### src/include/core_settings.svh
// channel count, field widths, FIFO depth and amplifier reset length
`ifndef CORE_SETTINGS_SVH
`define CORE_SETTINGS_SVH

////////////////////////////////////////////////////////////////////////
// channel array
`define NUM_CHANNELS 4          // analog channels on the core
`define CHAN_ID_BITS 4          // channel number field

////////////////////////////////////////////////////////////////////////
// event packet fields
`define ADC_BITS 10             // one conversion
`define TIMESTAMP_BITS 17       // free-running counter, wraps
`define PACKET_BITS 32          // parity + id + timestamp + adc

////////////////////////////////////////////////////////////////////////
// buffering and analog timing
`define FIFO_DEPTH 4            // shared fifo locations
`define CSA_RESET_CYCLES 3      // length of charge amp reset

`endif
### src/event_pkg.sv
// event packet struct and the channel id, adc word and timestamp types
`include "core_settings.svh"

package event_pkg;

    ////////////////////////////////////////////////////////////////////////
    // field types
    typedef logic [`CHAN_ID_BITS-1:0]   chan_id_t;     // channel number
    typedef logic [`ADC_BITS-1:0]       adc_word_t;    // one adc result
    typedef logic [`TIMESTAMP_BITS-1:0] timestamp_t;   // event time

    ////////////////////////////////////////////////////////////////////////
    // 32-bit event packet with msb field first
    // bit 31 parity, 30..27 id, 26..10 timestamp, 9..0 adc
    typedef struct packed {
        logic       parity;     // odd parity over whole packet
        chan_id_t   chan_id;    // source channel
        timestamp_t timestamp;  // time of sample rising edge
        adc_word_t  adc;        // captured conversion
    } packet_t;

endpackage

### src/shared_fifo.sv
// show-ahead packet fifo between event router and serializer
`timescale 1ns/1ps
`include "core_settings.svh"

module shared_fifo #(
    parameter int DEPTH = `FIFO_DEPTH           // packet locations
) (
    input  logic               clk,             // core clock
    input  logic               rst_n_i,         // sync reset, active low
    input  logic               write_i,         // push strobe
    input  event_pkg::packet_t data_i,          // packet to push
    input  logic               read_i,          // pop strobe
    output event_pkg::packet_t data_o,          // current head
    output logic               empty_o,         // nothing stored
    output logic               full_o           // no room left
);

    localparam int PTR_BITS = (DEPTH > 1) ? $clog2(DEPTH) : 1;
    localparam int CNT_BITS = $clog2(DEPTH + 1);

    event_pkg::packet_t  mem [DEPTH];     // storage
    logic [PTR_BITS-1:0] wr_ptr_q;        // next free slot
    logic [PTR_BITS-1:0] rd_ptr_q;        // head slot
    logic [CNT_BITS-1:0] count_q;         // occupancy
    logic                do_write;
    logic                do_read;

    assign do_write = write_i && !full_o;
    assign do_read  = read_i && !empty_o;

    ////////////////////////////////////////////////////////////////////////
    // pointers and occupancy
    always_ff @(posedge clk) begin
        if (!rst_n_i) begin
            wr_ptr_q <= '0;
            rd_ptr_q <= '0;
            count_q  <= '0;
        end else begin
            if (do_write) begin
                wr_ptr_q <= (int'(wr_ptr_q) == DEPTH - 1) ? '0 : wr_ptr_q + 1'b1;
            end
            if (do_read) begin
                rd_ptr_q <= (int'(rd_ptr_q) == DEPTH - 1) ? '0 : rd_ptr_q + 1'b1;
            end
            case ({do_write, do_read})
                2'b10:   count_q <= count_q + 1'b1;
                2'b01:   count_q <= count_q - 1'b1;
                default: count_q <= count_q;        // both or neither
            endcase
        end
    end

    // storage
    always_ff @(posedge clk) begin
        if (do_write) mem[wr_ptr_q] <= data_i;
    end

    ////////////////////////////////////////////////////////////////////////
    // show-ahead outputs
    assign data_o  = mem[rd_ptr_q];               // valid while not empty
    assign empty_o = (count_q == '0);
    assign full_o  = (count_q == CNT_BITS'(DEPTH));

    // router and serializer must respect the flags
    no_write_full_a: assert property (
        @(posedge clk) disable iff (!rst_n_i) write_i |-> !full_o
    );
    no_read_empty_a: assert property (
        @(posedge clk) disable iff (!rst_n_i) read_i |-> !empty_o
    );

endmodule

### config.mk
export PLATFORM = sky130hd
export DESIGN_NAME = shared_fifo
export DESIGN_NICKNAME = d
export VERILOG_FILES = /design/src/event_pkg.sv /design/src/shared_fifo.sv
export VERILOG_INCLUDE_DIRS = /design/src /design/src/include
export SDC_FILE = /design/constraint.sdc
export NUM_CORES = 1
export LEC_CHECK = 0
export ABC_AREA = 1
export BUFFER_PORTS_ARGS = -buffer_cell sky130_fd_sc_hd__buf_2
export CAP_MARGIN = 30
export CORE_ASPECT_RATIO = 0.8
export CORE_MARGIN = 2
export CORE_UTILIZATION = 50
export DETAILED_ROUTE_END_ITERATION = 10
export PLACE_DENSITY_LB_ADDON = 0.05
export SLEW_MARGIN = 20
export SYNTH_ARGS = -nofsm -noshare
export SYNTH_HDL_FRONTEND = slang
export SYNTH_SLANG_ARGS = --single-unit
### constraint.sdc
create_clock -name clk -period 2.6 [get_ports clk]
set_input_delay 0.52 -clock clk [delete_from_list [all_inputs] [get_ports clk]]
set_output_delay 0.52 -clock clk [all_outputs]
set_load 0.05 [all_outputs]
Word-level counts from Yosys, hierarchy flattened

Memory sizes are Yosys's and may differ from the RTL's. A register that Yosys moved wholly into a read port is not among the register bits.
Index checks and enable logic that the tools add are counted.

Add/sub/neg operators: 4
Eq/ne operators: 5
Muxes and demuxes: 7
Reductions and logical operators: 6

Operator list:

| cell                | number |
|---|---|
| $mux 2              | 4 |
| $eq 2x1->1 const B  | 3 |
| $pmux 3 s2          | 1 |
| $add 2x1->2 const B | 2 |
| $add 3x1->3 const B | 1 |
| $eq 3x3->1 const B  | 1 |
| $logic_not 3->1     | 1 |
| $sub 3x1->3 const B | 1 |
| $eq 2x2->1 const B  | 1 |
| $logic_and 1x1->1   | 2 |
| $logic_not 1->1     | 2 |
| $mux 1              | 2 |
| $reduce_bool 2->1   | 1 |

Register bits after elaboration: 7
Bits in writable memories: 128
Input bits: 36
Output and inout bits: 34
Logic and storage cells: 26
Memories kept: 1

Memories:

| memory | words | bits a word | rd ports | clocked after Yosys merged registers in | write ports | RTL line          | source |
|---|---|---|---|---|---|---|---|
| mem    | 4     | 32          | 1        | 1                                       | 1           | shared_fifo.sv:21 | `event_pkg::packet_t mem [DEPTH];` |

Longest topological paths before layout

Depth in word-level cells: 5
Depth in mapped cells: 13
Mapped depth without buffers: 13

Worst setup path before layout

OpenSTA, ideal clock, no wires.

Path kind: input -> register
Start point: in write_i
End point: mem mem[0][0] (netlist name) (enable)
Library setup time: 0.421 ns
Arrival: 1.989 ns
Required time: 2.179 ns
Setup slack: 0.190 ns
Cell stages on the path: 2
Path buffers: 0
Cell sequence: nand2_2 > nor2_1

Cells in the longest elaborated chain, start to end: 3

Ends and longest elaborated chain:

| element                      | RTL line          | source |
|---|---|---|
| from (decl)                  | shared_fifo.sv:10 | `input logic write_i,` |
| $logic_and 1x1->1            | shared_fifo.sv:28 | `assign do_write = write_i && !full_o;` |
| $mux 1                       | shared_fifo.sv:55 | `if (do_write) mem[wr_ptr_q] <= data_i;` |
| $mux 1 (not written as such) | shared_fifo.sv:55 |  |
| to (decl)                    | shared_fifo.sv:21 |  |

Every way passes these cells.

==> impl_metrics.ini <==
[outcome]
status = finished, final reports clean

[floorplanning]
fp.coreArea_sq_um = 10300
die_w_microns = 119
num_rows = 33
dieArea_sq_um = 11400
die_h_microns = 95.9
start_util_pct = 51.3
ios = 70

[pwr]
p_comb_share_pct = 34.0
power.switching_w = 0.00296
ir_drop_mv = 0.749
switching_share_pct = 38.3
power-per-cell-area_nw_per_um2 = 1210
clkPwrFrac_pct = 30.3
p_leak_nw = 2.34
intPower_w = 0.00476
total_power_w = 0.00772
seqPwrFrac_pct = 35.7

[sta]
rsz0062_at_grt = no
max_freq_mhz = 419
setup_viol = 0
finClkSkew_ns = 0.00651
fin_crit_sh_pct = 91.7
fin_setup_tns_ns = 0
worst_pin_slew_ns = 0.558
slew_viol_final = 0
layout_setup_ws_ns = 0.216
maxSlewHeadroom_pct = 62.7
finalHoldViolations = 0
period_needed_ns = 2.38

[critical_path]
crit_path_end = data_o[24]
worstPathArrival_ns = 1.86
cp-start-kind = register
rr_endpoint = count_q[2]$_SDFFE_PN0P_
r2r-start = count_q[1]$_SDFFE_PN0P_
crit_chain = buf_12 -> o21ai_0 -> o22ai_1 -> buf_2
crit_type = register to primary output
cp_slowest_cell = dfxtp_2
max_stage_delay_ns = 0.54
worst-path-buf-inv = 2
ff2ff_path_depth = 12
crit_fanout = 50
cp-end-kind = primary output
reg2reg_slack_ns = 0.69
cp.required_ns = 2.08
cp.depth = 4
cp_top_family = buffers and inverters

[synth]
yosysMostFrequentCell = edfxtp_1
ys_seq_area_share_pct = 76.3
synth_top_cell_area_share_pct = 72.8
yosysUniqueCellTypes = 22
netlist_instances = 379
syn_area_sq_um = 5280
yosysTopAreaCell = edfxtp_1
synthArstFlopShare_pct = 0
synth_ff_type = edfxtp_1
avgSynthCellArea_sq_um = 13.9
synth.area.top_cells = edfxtp_1 (73%), nor2_1 (5.5%), o22ai_1 (3.8%), o21ai_0 (3.6%), dfxtp_1 (3.4%)
syn_nets = 422
ys_ff_latch = 137
synth-edff-count = 128
yosys-top-cells-count = edfxtp_1 (128), nor2_1 (78), o21ai_0 (38), o22ai_1 (32), o21ai_1 (28)
synth_warnings = 0

[place]
post-place-ws_ns = 0.616
io_buffers = 69
dp_hpwl_microns = 6070
place.gp.congestion = 0.738

[global_route]
grt_pass1_vias = 3144
track_usage_pct = 19.4
grt.overflow.total = 0
antenna_found_initial = 0
grt_max_degree = 65
grt_pass1_wl_microns = 16200

[detailed_routing]
drc_errors = 0
drtAntennaViolNets = 0
vias_per_cell = 5.14
wl_per_cell_microns = 16.6
first_pass_iters = 4
drt_iter0_drc = 243
drt-total-wl_microns = 10200
vias = 3147

[clocking]
postCtsSetupBuffers = 0
worstSkewPairLatency_ns = 0.41
hold_buffers = 0
htreeDepth = 4
cts_made_buffers = 17
cts_tree = yes
cts.sinks = 137
path_clk_slew_ns = 0.06
cts_root_buf = clkbuf_16
clock_path_buffers = 2
cts_resized = 0

[flow_run]
drv_cap = 0

[finish]
fin_util_pct = 62.0
syn_to_final_growth_pct = 20.7
diodes = 0
final_nets = 502
drive_above_1_share_pct = 24.6

[hold_path]
worst_hold_path_type = input pin to register
holdPathStages = 1
[state kept, by name (all words and copies together), names as in the netlist, named ones only]
name / cells
count_q: 3
rd_ptr_q: 2
mem: 128
wr_ptr_q: 2
[through the flow]
step,instance area [sq um],std cells,hold WS [ns]
3_5_place_dp,5790,580,0.533
2_1_floorplan,5280,379,0.483
5_1_grt,6370,612,0.303
6_report,6370,612,0.320
3_3_place_gp,5790,580,0.523
4_1_cts,6370,612,0.304
[routing by layer]
layer / up-vias / GRT usage [%] / routed length, microns
met3: 11 / 5.98 / 546
met2: 82 / 29.4 / 4550
met1: 1492 / 26.3 / 4950
li1: 1562 / - / -
met4: 0 / 8.43 / 116
met5: - / 0 / 0
[cells by family after synthesis]
family | count (synthesis) | share of synthesized area (%)
adders and majority gates | 7 | 1.80
buffers and inverters | 37 | 4.41
and+or+nand+nor | 96 | 7.09
DFF | 137 | 76.3
AOI/OAI and AO/OA | 102 | 10.4
[worst min-delay path by stage]
stage | startpoint | endpoint | slack (ns)
after floorplan | rd_ptr_q[1]$_SDFFE_PN0N_ | register | 0.48
after global placement | rd_ptr_q[0]$_SDFFE_PN0N_ | register | 0.52
after detailed placement | rd_ptr_q[1]$_SDFFE_PN0N_ | rd_ptr_q[1]$_SDFFE_PN0N_ | 0.53
after CTS | data_i[1] | mem[0][1]$_DFFE_PP_ | 0.30
after global routing | data_i[1] | mem[0][1]$_DFFE_PP_ | 0.30
final | data_i[1] | mem[2][1]$_DFFE_PP_ | 0.32
[cell usage in the layout, fill, tap and decap left out, drive strengths merged]
cell	count
nand2	13
or2	1
nand3b	1
a21oi	4
fa	1
o21ai	66
nand3	2
ha	6
dfxtp	9
inv	21
nor2	78
bufinv	3
clkinv	9
edfxtp	128
clkbuf	17
nand4	1
o22ai	32
buf	80
[power groups by stage]
stage | clock network [W] | logic [W] | registers, W
floorplan | 0 | 0.00209 | 0.00276
global placement | 0 | 0.00262 | 0.00279
detailed placement | 0 | 0.00264 | 0.00280
CTS | 0.00238 | 0.00265 | 0.00276
global route | 0.00248 | 0.00283 | 0.00278
finish | 0.00234 | 0.00262 | 0.00276
[cell type report]
cell class                 count  area [sq um]
fill                         823          3910
sequential                   137          4030
inverter                      18          75.1
multi-input combinational    205          1050
clock inverter                15           155
timing repair buffer          80           465
clock buffer                  17           425
tap                          140           175
No activity file was read; power rests on OpenSTA's default activity.
