**src/include/core_settings.svh**
```systemverilog
// channel count, field widths, FIFO depth and amplifier reset length
`ifndef CORE_SETTINGS_SVH
`define CORE_SETTINGS_SVH

////////////////////////////////////////////////////////////////////////
// channel array
`define NUM_CHANNELS 4          // analog channels on the core
`define CHAN_ID_BITS 4          // channel number field

////////////////////////////////////////////////////////////////////////
// event packet fields
`define ADC_BITS 10             // one conversion
`define TIMESTAMP_BITS 17       // free-running counter, wraps
`define PACKET_BITS 32          // parity + id + timestamp + adc

////////////////////////////////////////////////////////////////////////
// buffering and analog timing
`define FIFO_DEPTH 4            // shared fifo locations
`define CSA_RESET_CYCLES 3      // length of charge amp reset

`endif
```
**src/fsm_pkg.sv**
```systemverilog
// state encodings of the channel controller and the packet serializer
`include "core_settings.svh"

package fsm_pkg;

    // channel controller sequence
    typedef enum logic [1:0] {
        CH_IDLE   = 2'd0,   // waiting for a hit
        CH_SAMPLE = 2'd1,   // adc converting
        CH_RESET  = 2'd2,   // csa being reset
        CH_HOLD   = 2'd3    // packet held for router
    } chan_state_e;

    // serializer framing
    typedef enum logic [1:0] {
        TX_IDLE  = 2'd0,    // line high
        TX_START = 2'd1,    // start bit 0
        TX_DATA  = 2'd2,    // 32 data bits lsb first
        TX_STOP  = 2'd3     // stop bit 1
    } tx_state_e;

endpackage

```
**src/event_pkg.sv**
```systemverilog
// event packet struct and the channel id, adc word and timestamp types
`include "core_settings.svh"

package event_pkg;

    ////////////////////////////////////////////////////////////////////////
    // field types
    typedef logic [`CHAN_ID_BITS-1:0]   chan_id_t;     // channel number
    typedef logic [`ADC_BITS-1:0]       adc_word_t;    // one adc result
    typedef logic [`TIMESTAMP_BITS-1:0] timestamp_t;   // event time

    ////////////////////////////////////////////////////////////////////////
    // 32-bit event packet with msb field first
    // bit 31 parity, 30..27 id, 26..10 timestamp, 9..0 adc
    typedef struct packed {
        logic       parity;     // odd parity over whole packet
        chan_id_t   chan_id;    // source channel
        timestamp_t timestamp;  // time of sample rising edge
        adc_word_t  adc;        // captured conversion
    } packet_t;

endpackage

```
**src/channel_ctrl.sv**
```systemverilog
// per-channel controller for hit, sample, adc capture, csa reset and packet hold
`timescale 1ns/1ps
`include "core_settings.svh"

module channel_ctrl (
    input  logic                  clk,            // core clock
    input  logic                  rst_n_i,        // sync reset, active low
    input  event_pkg::chan_id_t   chan_id_i,      // this channel's number
    input  logic                  hit_i,          // discriminator fired
    input  logic                  masked_i,       // high disables channel
    input  logic                  done_i,         // adc conversion finished
    input  event_pkg::adc_word_t  dout_i,         // adc result
    input  event_pkg::timestamp_t timestamp_i,    // free-running time
    input  logic                  read_i,         // router took the packet
    output logic                  sample_o,       // hold csa output for adc
    output logic                  csa_reset_o,    // charge amp reset
    output logic                  event_ready_o,  // packet waiting in hold
    output event_pkg::packet_t    event_o         // held packet, parity zero
);

    localparam int RST_CNT_BITS = $clog2(`CSA_RESET_CYCLES + 1);

    fsm_pkg::chan_state_e   state_q;     // sequence state
    logic [RST_CNT_BITS-1:0] rst_cnt_q;  // csa reset cycles left
    event_pkg::timestamp_t  ts_q;        // time of sample start
    event_pkg::adc_word_t   adc_q;       // captured conversion
    logic                   start_sample;
    logic                   capture;

    ////////////////////////////////////////////////////////////////////////
    // sequencing
    assign start_sample = (state_q == fsm_pkg::CH_IDLE) && hit_i && !masked_i;
    assign capture      = (state_q == fsm_pkg::CH_SAMPLE) && done_i;

    always_ff @(posedge clk) begin
        if (!rst_n_i) begin
            state_q   <= fsm_pkg::CH_IDLE;
            rst_cnt_q <= '0;
        end else begin
            case (state_q)
                fsm_pkg::CH_IDLE: begin
                    if (start_sample) state_q <= fsm_pkg::CH_SAMPLE;
                end
                fsm_pkg::CH_SAMPLE: begin
                    if (capture) begin
                        state_q   <= fsm_pkg::CH_RESET;
                        rst_cnt_q <= RST_CNT_BITS'(`CSA_RESET_CYCLES - 1); // first cycle counts
                    end
                end
                fsm_pkg::CH_RESET: begin
                    if (rst_cnt_q == '0) state_q <= fsm_pkg::CH_HOLD;
                    else rst_cnt_q <= rst_cnt_q - 1'b1;
                end
                default: begin                                  // CH_HOLD
                    if (read_i) state_q <= fsm_pkg::CH_IDLE;
                end
            endcase
        end
    end

    // payload, latched on the same edges as the state changes
    always_ff @(posedge clk) begin
        if (start_sample) ts_q <= timestamp_i;   // stamp at sample rise
        if (capture) adc_q <= dout_i;            // word valid with done
    end

    ////////////////////////////////////////////////////////////////////////
    // outputs decoded from state
    assign sample_o      = (state_q == fsm_pkg::CH_SAMPLE);
    assign csa_reset_o   = (state_q == fsm_pkg::CH_RESET);
    assign event_ready_o = (state_q == fsm_pkg::CH_HOLD);

    always_comb begin
        event_o.parity    = 1'b0;       // router fills this in
        event_o.chan_id   = chan_id_i;
        event_o.timestamp = ts_q;
        event_o.adc       = adc_q;
    end

    // adc must never sample a csa that is being reset
    sample_vs_reset_a: assert property (
        @(posedge clk) disable iff (!rst_n_i) !(sample_o && csa_reset_o)
    );

endmodule

```
**config.mk**
```make
export PLATFORM = sky130hd
export DESIGN_NAME = channel_ctrl
export DESIGN_NICKNAME = d
export VERILOG_FILES = /design/src/fsm_pkg.sv /design/src/event_pkg.sv /design/src/channel_ctrl.sv
export VERILOG_INCLUDE_DIRS = /design/src /design/src/include
export SDC_FILE = /design/constraint.sdc
export NUM_CORES = 1
export LEC_CHECK = 0
export ABC_AREA = 1
export ABC_CLOCK_PERIOD_IN_PS = 4100
export BUFFER_PORTS_ARGS = -buffer_cell sky130_fd_sc_hd__buf_2
export CORE_MARGIN = 2
export CORE_UTILIZATION = 45
export DETAILED_ROUTE_END_ITERATION = 8
export PLACE_DENSITY = 0.88
export SYNTH_ARGS = -nofsm -noshare
export SYNTH_HDL_FRONTEND = slang
export SYNTH_SLANG_ARGS = --single-unit
```
**constraint.sdc**
```tcl
create_clock -name clk -period 4.1 [get_ports clk]
set_input_delay 0.82 -clock clk [delete_from_list [all_inputs] [get_ports clk]]
set_output_delay 0.82 -clock clk [all_outputs]
set_load 0.01 [all_outputs]
```
Word level (Yosys, flattened, before mapping). Index checks and enable logic that the tools add are counted.

Flip-flop bits (word level): 31. Input port bits: 37. Output and inout bits: 35. Word-level logic and storage cells: 29.

Add/sub/neg operators: 1. Equality and inequality tests: 7. Multiplexer cells: 7. Reductions and logical operators: 10.

Operators by type and width (count): 2-bit two-way mux (5); 2-bit one-hot mux with 3 select lines (1); 2-bit equality test (second input constant) (2); 2-bit zero test (2); 2-bit by 1-bit inequality test with 1-bit output (second input constant) (2); 2-bit inequality test (second input constant) (2); 2-bit one-hot mux with 2 select lines (1); 4-bit AND reduction (1); 4-bit nonzero test (1); 1-bit logical AND (3); 3-bit AND reduction (1); 2-bit by 1-bit equality test with 1-bit output (second input constant) (1); 2-bit nonzero test (1); 2-bit by 1-bit subtractor with 2-bit output (second input constant) (1); 1-bit zero test (1).

Depth between registers and ports, before layout. Gate-level depths: netlist of run 1.

Depth in word-level cells: 5. Mapped depth: 9.

Least setup slack after synthesis of run 1. No wires, ideal clock.

Path kind: input port to flip-flop. From: input port hit_i. To: register ts_q[0] (enable). Library setup time: 0.391 ns. Data arrival time: 1.603 ns. Path slack: 2.106 ns. Cell stages on the path: 2. Cells stage by stage: nand2_1 nor2_1.

Word-level cells in the longest chain between the ends: 2.

RTL lines: start, declared (line channel_ctrl.sv:9) `input logic hit_i,`; 1-bit logical AND (2 in series) (line channel_ctrl.sv:32) `assign start_sample = (state_q == fsm_pkg::CH_IDLE) && hit_i && !masked_i;`; net start_sample (line channel_ctrl.sv:27) `logic start_sample;`; end signal, assigned (line channel_ctrl.sv:63) `if (start_sample) ts_q <= timestamp_i;`; end, declared (line channel_ctrl.sv:25) `event_pkg::timestamp_t ts_q;`.

The timed path passes the listed nets, and every way through them passes these cells. A chain may end at the register's enable or synchronous reset.

Final worst setup path of run 1.
From: register state_q[0]. To: output port csa_reset_o.

Word-level cells in the longest chain between the ends: 1.

RTL lines: start, declared (line channel_ctrl.sv:23) `fsm_pkg::chan_state_e state_q;`; start signal, assigned (line channel_ctrl.sv:37) `state_q <= fsm_pkg::CH_IDLE;`; start signal, assigned (line channel_ctrl.sv:42) `if (start_sample) state_q <= fsm_pkg::CH_SAMPLE;`; start signal, assigned (line channel_ctrl.sv:46) `state_q <= fsm_pkg::CH_RESET;`; 2-bit equality test (line channel_ctrl.sv:70) `assign csa_reset_o = (state_q == fsm_pkg::CH_RESET);`; end, declared (line channel_ctrl.sv:16) `output logic csa_reset_o,`.

No other way between the ends.

==> impl_metrics.py, run 1 <==
metrics = {
    "placement": {
        "port_buffers": 62,
        "gp_congestion": 0.665,
        "dp_hpwl_mm": 1.84,
    },
    "layout": {
        "nNetsFinal": 195,
        "antenna_cells": 0,
        "final_core_util_pct": 62.6,
        "drive_gt1_share_pct": 49.3,
        "multi_input_area_sq_um": 244,
        "fill_cells": 216,
        "area_growth_pct": 30.2,
        "regArea_sq_um": 891,
    },
    "pwr": {
        "irDropWorstVdd_mv": 0.340,
        "p_leak_uw": 0.000738,
        "power_frac_comb_pct": 33.5,
        "p_per_area_nw_per_um2": 552,
        "seq_power_share_pct": 48.7,
        "clockPowerShare_pct": 17.8,
        "switching_share_pct": 34.1,
        "p_int_uw": 576,
        "p_switching_uw": 297,
        "power_uw": 873,
    },
    "synth": {
        "synthXorXnorAreaFrac_pct": 0,
        "synth_simple_gate_area_share_pct": 8.97,
        "ys_seq_area_share_pct": 73.4,
        "synth_compound_area_share_pct": 3.61,
        "muxShareOfSynthArea_pct": 0,
        "yosysMostFrequentCell": "edfxtp_1",
        "synth_top_cell_by_area": "edfxtp_1",
        "synth_top_cell_area_share_pct": 66.8,
        "synth_warnings": 0,
        "synthFlopType": "edfxtp_1",
        "syn-cell-area_sq_um": 1210,
        "synthesis.nets": 130,
        "ys_ff_latch": 31,
        "synthTopCellsByCount": "27 x edfxtp_1, 11 x inv_1, 11 x nand2_1",
        "synth_top_family_by_area": "simple AND/OR/NAND/NOR gates",
        "synth-adder-area-share_pct": 7.22,
        "ys_top_cells_by_area": "edfxtp_1 67%, ha_1 7.2%, dfxtp_1 6.6%",
        "synth.distinct_cells": 14,
        "synthCells": 86,
        "synth_edf_count": 27,
        "async_reset_ff_share_pct": 0,
        "syn_area_per_cell_sq_um": 14.1,
    },
    "drt": {
        "routedWlPerCell_microns": 12.3,
        "via_per_inst": 4.51,
        "drtPass1Iterations": 4,
        "drt-initial-drc-count": 14,
        "detail-route-antenna-nets": 0,
        "wl_mm": 2.25,
        "drc": 0,
        "vias": 820,
    },
    "die": {
        "io_pins": 72,
        "die_h_microns": 55.9,
        "chipWidth_microns": 55.9,
        "num_rows": 18,
        "dieArea_sq_um": 3130,
        "coreArea_sq_um": 2520,
        "start_util_pct": 48.1,
    },
    "clock_network": {
        "cts_root_buf": "clkbuf_4",
        "numCtsBuffers": 5,
        "postCtsHoldBufs": 0,
        "clockBufferDepth": 2,
        "path_clk_slew_ns": 0.08,
        "clk_latency_ns": 0.31,
        "cts_resized": 0,
        "clock-sinks": 31,
        "cts_setup_buffers": 0,
        "htreeDepth": 2,
        "cts_tree": "done",
    },
    "critical_path": {
        "path_cells": "inv_1 -> ha_1 -> buf_2",
        "critical_path_buf_inv_count": 2,
        "critPathKind": "flop to output port",
        "critPathLaunch": "state_q[0]$_SDFFE_PN0P_",
        "crit_arrival_ns": 1.31,
        "setup.worst_path.start_class": "flop",
        "required_ns": 3.28,
        "crit_slowest_cell": "dfxtp_1",
        "slowest_delay_ns": 0.43,
        "regToRegStartpoint": "state_q[0]$_SDFFE_PN0P_",
        "crit_family": "flip-flops",
        "path_max_fanout": 6,
        "cp-end-kind": "output port",
    },
    "min_path": {
        "hp-start": "rst_cnt_q[1]$_SDFFE_PN0P_",
        "hp-class": "flop to flop",
    },
    "outcome": {
        "status": "finished clean",
    },
    "grt": {
        "grt_max_degree": 18,
        "grt_pass1_wl_mm": 3.72,
        "grt_usage_pct": 15.9,
        "grt_pass1_vias": 860,
        "globalRouteOverflowTotal": 0,
        "antenna_found_initial": 0,
    },
    "timing": {
        "report.final.slew_viol_count": 0,
        "setup_violations": 0,
        "hold_viol": 0,
        "tns_ns": 0,
        "fin_crit_ns": 2.13,
        "finalCritPeriodShare_pct": 51.9,
        "fmax_ghz": 0.470,
        "skew_ns": 0.00329,
        "rsz0062_at_grt": "no",
    },
    "flow_run": {
        "drv_cap": 0,
    },
}
-- through the flow --
step | setup WS [ns] | hold slack, ns | instance area (sq um) | instances
6_report | 1.97 | 0.463 | 1580 | 182
5_1_grt | 1.88 | 0.484 | 1580 | 182
4_1_cts | 1.97 | 0.463 | 1580 | 182
3_5_place_dp | 2.31 | 0.451 | 1530 | 174
3_3_place_gp | 2.40 | 0.446 | 1530 | 174
2_1_floorplan | 2.11 | 0.430 | 1210 | 86
-- cell families after synthesis --
logic type,after synthesis
AOI/OAI and AO/OA,6
other,1
DFF,31
and+or+nand+nor,25
buffers and inverters,16
adders and majority gates,7
-- worst paths after layout --
kind / end / slack, ns / cells past startpoint
hold / removal: rst_cnt_q[1]$_SDFFE_PN0P_ / 0.46 / 2
hold reg to reg: rst_cnt_q[1]$_SDFFE_PN0P_ / 0.46 / 2
setup reg to reg: state_q[0]$_SDFFE_PN0P_ / 2.66 / 8
setup / recovery: csa_reset_o / 1.97 / 3
-- area by class of cell --
type                       count  share of cell area (%)
clock buffer                   6                    2.61
clock inverter                 2                   0.475
inverter                      11                    2.61
multi-input combinational     39                    15.4
sequential                    31                    56.4
tap                           30                    2.38
timing repair buffer          63                    20.1
-- flip-flops by register name, indices dropped and copies added (netlist names) --
| signal | cells |
|---|---|
| ts_q | 17 |
| state_q | 2 |
| adc_q | 10 |
| rst_cnt_q | 2 |
-- worst reg2reg max path, stage by stage, from the launching register on --
cell	delay, ns
dfxtp_1	0.43
inv_1	0.11
ha_1	0.29
nor2_1	0.15
nand2_2	0.08
nand2_2	0.06
nor2_2	0.05
nor2_1	0.11
nor2_1	0.06
-- metal layers --
metal,wire length (microns),GRT usage (%)
met5,0,0
met2,1180,27.9
met1,738,14.0
met4,60,8.16
met3,271,9.77
-- power by group through the flow --
stage | Clock [uW] | Sequential [uW] | Combinational [uW]
final | 155 | 425 | 293
after global routing | 175 | 430 | 328
after CTS | 161 | 425 | 295
after detailed placement | 0 | 433 | 294
after global placement | 0 | 428 | 271
after floorplan | 0 | 445 | 185
-- placed cells by master (no fill, tap or decap), drive strengths merged --
master,instances
ha,7
nor2,9
nand2,14
clkbuf,6
buf,63
conb,1
clkinv,2
edfxtp,27
inv,11
a21oi,2
o21ai,3
dfxtp,4
nand4,2
o21bai,1
(Power assumes the default switching activity.)
==> run 2: changes to the inputs <==
Settings changed: ABC_AREA 1 to 0, ABC_CLOCK_PERIOD_IN_PS 4100 to 1800, CORE_UTILIZATION 45 to 38, PLACE_DENSITY 0.88 to 0.8.
Clock period 4.1 ns to 1.8 ns, I/O delays scaled along.
==> run 2 against run 1 <==
Against the previous run: worst setup slack worse by 1.8 ns; largest power group unchanged; clock skew increased by 0.00075 ns; critical path type unchanged; total power rose by 110%.
==> impl_metrics.py, run 2 <==
metrics = {
    "die": {
        "start_util_pct": 39.5,
        "chipWidth_microns": 60.1,
        "num_rows": 20,
        "io_pins": 72,
        "dieArea_sq_um": 3610,
        "die_h_microns": 60.1,
        "coreArea_sq_um": 3030,
    },
    "critical_path": {
        "crit_arrival_ns": 1.31,
        "path_max_fanout": 6,
        "critPathKind": "flop to output port",
        "setup.worst_path.start_class": "flop",
        "cp-end-kind": "output port",
        "required_ns": 1.44,
    },
    "pwr": {
        "power_frac_comb_pct": 28.6,
        "power_uw": 1850,
        "clockPowerShare_pct": 19.8,
        "irDropWorstVdd_mv": 0.468,
        "seq_power_share_pct": 51.6,
        "p_leak_uw": 0.000707,
        "p_per_area_nw_per_um2": 1170,
        "switching_share_pct": 31.1,
        "p_int_uw": 1280,
        "p_switching_uw": 575,
    },
    "layout": {
        "nNetsFinal": 184,
        "final_core_util_pct": 52.4,
        "final_cell_mix": "62 x buf_2, 27 x edfxtp_1, 7 x inv_1, 7 x ha_1, 5 x clkbuf_4",
        "final_cells": 185,
        "layout_commonest_cell": "buf_2",
        "antenna_cells": 0,
        "largest-register": "ts_q",
        "drive_gt1_share_pct": 53.2,
        "area_growth_pct": 32.7,
        "largest_register_ffs": 17,
        "reg_top3": "ts_q x17, adc_q x10",
    },
    "synth": {
        "synth.distinct_cells": 20,
        "synth_edf_count": 27,
        "ys_seq_area_share_pct": 74.5,
        "synthCells": 75,
        "synth_top_cell_by_area": "edfxtp_1",
        "yosysMostFrequentCell": "edfxtp_1",
        "synthFlopType": "edfxtp_1",
        "ys_ff_latch": 31,
        "async_reset_ff_share_pct": 0,
        "synthesis.nets": 119,
        "ys_top_cells_by_area": "edfxtp_1 68%, ha_1 7.3%, dfxtp_1 6.7%",
        "synth_warnings": 0,
        "syn-cell-area_sq_um": 1200,
        "syn_area_per_cell_sq_um": 15.9,
        "synth_top_cell_area_share_pct": 67.8,
        "synthTopCellsByCount": "27 x edfxtp_1, 7 x ha_1, 7 x inv_1",
    },
    "placement": {
        "dp_hpwl_mm": 1.87,
        "dp.cells": 177,
        "port_buffers": 62,
        "dp_slack_ns": 0.142,
        "gp_congestion": 0.736,
    },
    "grt": {
        "globalRouteOverflowTotal": 0,
        "grt_usage_pct": 13.1,
        "grt_pass1_vias": 712,
        "grt_pass1_wl_mm": 3.25,
        "antenna_found_initial": 0,
        "grt_max_degree": 18,
    },
    "timing": {
        "tns_ns": 0,
        "layout_setup_ws_ns": 0.126,
        "rsz0062_at_grt": "no",
        "setup_violations": 0,
        "fmax_ghz": 0.597,
        "report.final.slew_viol_count": 0,
        "fin_crit_ns": 1.67,
        "finalCritPeriodShare_pct": 93.0,
        "skew_ns": 0.00404,
        "hold_viol": 0,
    },
    "clock_network": {
        "cts_resized": 0,
        "clk_latency_ns": 0.32,
        "path_clk_slew_ns": 0.09,
        "cts_root_buf": "clkbuf_4",
        "clockBufferDepth": 2,
        "htreeDepth": 2,
        "numCtsBuffers": 5,
        "clock-sinks": 31,
        "postCtsHoldBufs": 0,
        "cts_tree": "done",
        "cts_setup_buffers": 0,
    },
    "outcome": {
        "status": "finished clean",
    },
    "drt": {
        "via_per_inst": 4.28,
        "wl_mm": 2.29,
        "drt-initial-drc-count": 20,
        "vias": 792,
        "drc": 0,
        "routedWlPerCell_microns": 12.4,
        "detail-route-antenna-nets": 0,
        "drtPass1Iterations": 3,
    },
    "min_path": {
        "hp-class": "primary input to flop",
    },
    "flow_run": {
        "drv_cap": 0,
    },
}
==> run 2: changes by cell type in the layout (fill, tap and decap cells not counted), sizes merged, moves of 2 or more <==
cell and delta:
inv -4, nand2 -10, nand4 -2, nor2 -4
==> run 2: cell type report <==
cell class | instances | area, sq um
fill | 281 | 1440
sequential | 31 | 892
timing repair buffer | 63 | 318
multi-input combinational | 32 | 246
tap | 44 | 55.1
clock buffer | 7 | 45.0
inverter | 7 | 26.3
clock inverter | 1 | 5.00
==> run 2: cells by family (layout without fill, tap and decap cells) <==
group / count (synthesis) / count (layout) / synth area share (%)
DFF: 31 / 31 / 74.5
and+or+nand+nor: 13 / 13 / 5.23
buffers and inverters: 12 / 78 / 5.34
AOI/OAI and AO/OA: 10 / 10 / 6.49
adders and majority gates: 7 / 7 / 7.32
other: 1 / 1 / 0.314
muxes: 1 / 1 / 0.837
==> run 2: power groups by stage <==
stage	combinational, uW	clock (uW)	sequential, uW
2_1_floorplan	323	0	1000
3_3_place_gp	505	0	962
3_5_place_dp	534	0	971
4_1_cts	533	383	954
5_1_grt	603	409	966
6_report	530	367	954
==> run 2: routing by layer <==
metal | global-route usage [%] | part of all wire (%) | wire length, microns | vias up
li1 | - | - | - | 388
met1 | 13.1 | 38 | 872 | 356
met2 | 21.1 | 50 | 1150 | 41
met3 | 8.01 | 9.6 | 220 | 7
met4 | 6.98 | 2.0 | 46 | 0
met5 | 0 | 0 | 0 | -
==> run 2: worst max-delay path: stages (launching register included) <==
cell	delay, ns
dfxtp_1	0.40
inv_1	0.12
ha_1	0.30
buf_2	0.17
==> run 2: per-stage QoR <==
step                      area (sq um)  hold slack (ns)
final                             1590            0.204
after global routing              1590            0.179
after CTS                         1590            0.187
after detailed placement          1540            0.511
after global placement            1540            0.484
after floorplan                   1200            0.459
==> run 2: worst paths after layout <==
path                             end                    start  depth (start not counted)  slack [ns]
max                      csa_reset_o  state_q[0]$_SDFFE_PN0P_                          3        0.13
max reg2reg  state_q[0]$_SDFFE_PN0P_  state_q[1]$_SDFFE_PN0P_                          6        0.19
min reg2reg  state_q[1]$_SDFFE_PN0P_  state_q[1]$_SDFFE_PN0P_                          2        0.51
min               ts_q[12]$_DFFE_PP_          timestamp_i[12]                          1        0.20
==> run 3: changes to the inputs <==
Settings changed: ABC_AREA 0 to 1, PLACE_DENSITY 0.8 to 0.79.
==> run 3 against run 2 <==
Against the previous run: worst setup slack lost 0.0069 ns; combinational power grew 22%; utilization grew 0.80 points; via count grew 3.0%; total power grew 14%; sequential share of layout area shrank 1.4 points; first-iteration DRC count grew 20%; critical path depth is the same; global-route usage shrank 0.52 points; maximum frequency shrank 0.41%; register-to-register slack gained 0.21 ns; critical path type unchanged.
==> impl_metrics.py, run 3 (synthesis gave the netlist of run 1 again) <==
metrics = {
    "grt": {
        "grt_usage_pct": 12.6,
        "antenna_found_initial": 0,
        "globalRouteOverflowTotal": 0,
        "grt_pass1_vias": 778,
        "grt_pass1_wl_mm": 3.16,
        "grt_max_degree": 18,
    },
    "critical_path": {
        "required_ns": 1.44,
        "crit_family": "flip-flops",
        "critPathKind": "flop to output port",
        "crit_slowest_cell": "dfxtp_1",
        "regToRegStartpoint": "state_q[0]$_SDFFE_PN0P_",
        "critical_path_buf_inv_count": 2,
        "critPathLaunch": "state_q[0]$_SDFFE_PN0P_",
        "path_max_fanout": 6,
        "crit_arrival_ns": 1.32,
        "setup.worst_path.start_class": "flop",
        "path_cells": "inv_1 -> ha_1 -> buf_2",
        "cp-end-kind": "output port",
        "slowest_delay_ns": 0.42,
    },
    "placement": {
        "dp_slack_ns": 0.421,
        "dp_hpwl_mm": 1.71,
        "port_buffers": 62,
        "gp_congestion": 0.669,
    },
    "clock_network": {
        "clock-sinks": 31,
        "cts_root_buf": "clkbuf_4",
        "numCtsBuffers": 5,
        "cts_setup_buffers": 0,
        "htreeDepth": 2,
        "clk_latency_ns": 0.32,
        "clockBufferDepth": 2,
        "cts_tree": "done",
        "path_clk_slew_ns": 0.09,
        "cts_resized": 0,
        "postCtsHoldBufs": 0,
    },
    "die": {
        "io_pins": 72,
        "num_rows": 20,
        "coreArea_sq_um": 3050,
        "start_util_pct": 39.8,
        "dieArea_sq_um": 3660,
        "die_h_microns": 60.5,
        "chipWidth_microns": 60.5,
    },
    "layout": {
        "largest-register": "ts_q",
        "multi_input_area_sq_um": 244,
        "drive_gt1_share_pct": 50.7,
        "final_cell_mix": "62 x buf_2, 27 x edfxtp_1, 11 x inv_1, 11 x nand2_1, 8 x nor2_1",
        "layout_commonest_cell": "buf_2",
        "largest_register_ffs": 17,
        "fill_cells": 280,
        "nNetsFinal": 195,
        "antenna_cells": 0,
        "reg_top3": "ts_q x17, adc_q x10",
        "area_growth_pct": 33.9,
        "regArea_sq_um": 891,
    },
    "timing": {
        "setup_violations": 0,
        "hold_viol": 0,
        "rsz0062_at_grt": "no",
        "fin_crit_ns": 1.68,
        "report.final.slew_viol_count": 0,
        "skew_ns": 0.00713,
        "tns_ns": 0,
        "layout_setup_ws_ns": 0.119,
        "fmax_ghz": 0.595,
        "finalCritPeriodShare_pct": 93.4,
    },
    "drt": {
        "drtPass1Iterations": 4,
        "vias": 816,
        "drc": 0,
        "drt-initial-drc-count": 24,
        "wl_mm": 2.11,
        "routedWlPerCell_microns": 10.7,
        "detail-route-antenna-nets": 0,
        "via_per_inst": 4.16,
    },
    "outcome": {
        "status": "finished clean",
    },
    "pwr": {
        "p_leak_uw": 0.000754,
        "p_per_area_nw_per_um2": 1300,
        "irDropWorstVdd_mv": 0.742,
        "power_uw": 2120,
    },
    "min_path": {
        "hp-start": "timestamp_i[6]",
        "hp-class": "primary input to flop",
    },
    "flow_run": {
        "drv_cap": 0,
    },
}
==> run 3: cell types whose count changed in the layout (fill, tap and decap cells not counted), moves of 2 or more <==
cell,before,now
nand4_1,0,2
nand2_2,0,3
nor2_1,4,8
inv_1,7,11
nand2_1,4,11
o21ai_0,4,0
o21ai_2,0,3
clkbuf_1,2,0
==> run 3: metrics by stage <==
stage	util (%)	hold WS, ns	cells	instance area (sq um)
after floorplan	-	0.430	86	1210
after global routing	53.2	0.178	196	1630
after CTS	53.2	0.186	196	1630
after global placement	50.7	0.440	188	1550
final	53.2	0.204	196	1630
after detailed placement	50.7	0.451	188	1550
==> run 3: worst paths after layout <==
path,endpoint,slack [ns],cells after the start
setup / recovery,csa_reset_o,0.12,3
hold / removal,ts_q[6]$_DFFE_PP_,0.20,1
setup reg to reg,rst_cnt_q[0]$_SDFFE_PN0P_,0.40,8
hold reg to reg,rst_cnt_q[1]$_SDFFE_PN0P_,0.46,2
==> run 3: where the power goes <==
| group | total, uW | internal, uW | switching (uW) |
|---|---|---|---|
| Sequential | 964 | 917 | 47.5 |
| Clock | 507 | 285 | 222 |
| Combinational | 646 | 247 | 398 |
==> run 3: metal layers <==
layer	track usage [%]	vias up	part of all wire [%]
met4	7.45	0	1.8
met1	11.7	348	38
met2	21.3	54	45
li1	-	410	-
met3	7.46	4	16
met5	0	-	0
==> run 3: cell type report <==
cell class	instances	area share (%)
multi-input combinational	39	15.0
sequential	31	54.8
timing repair buffer	63	19.6
inverter	11	2.54
tap	44	3.39
clock buffer	5	2.31
clock inverter	3	2.39
==> run 3: worst reg2reg max path, cell delays in order, from the launching register on <==
cell	delay, ns
dfxtp_1	0.42
inv_1	0.11
ha_1	0.29
inv_1	0.10
nand2_1	0.05
nand2_1	0.08
nand2_2	0.08
o21ai_2	0.11
a21oi_1	0.05
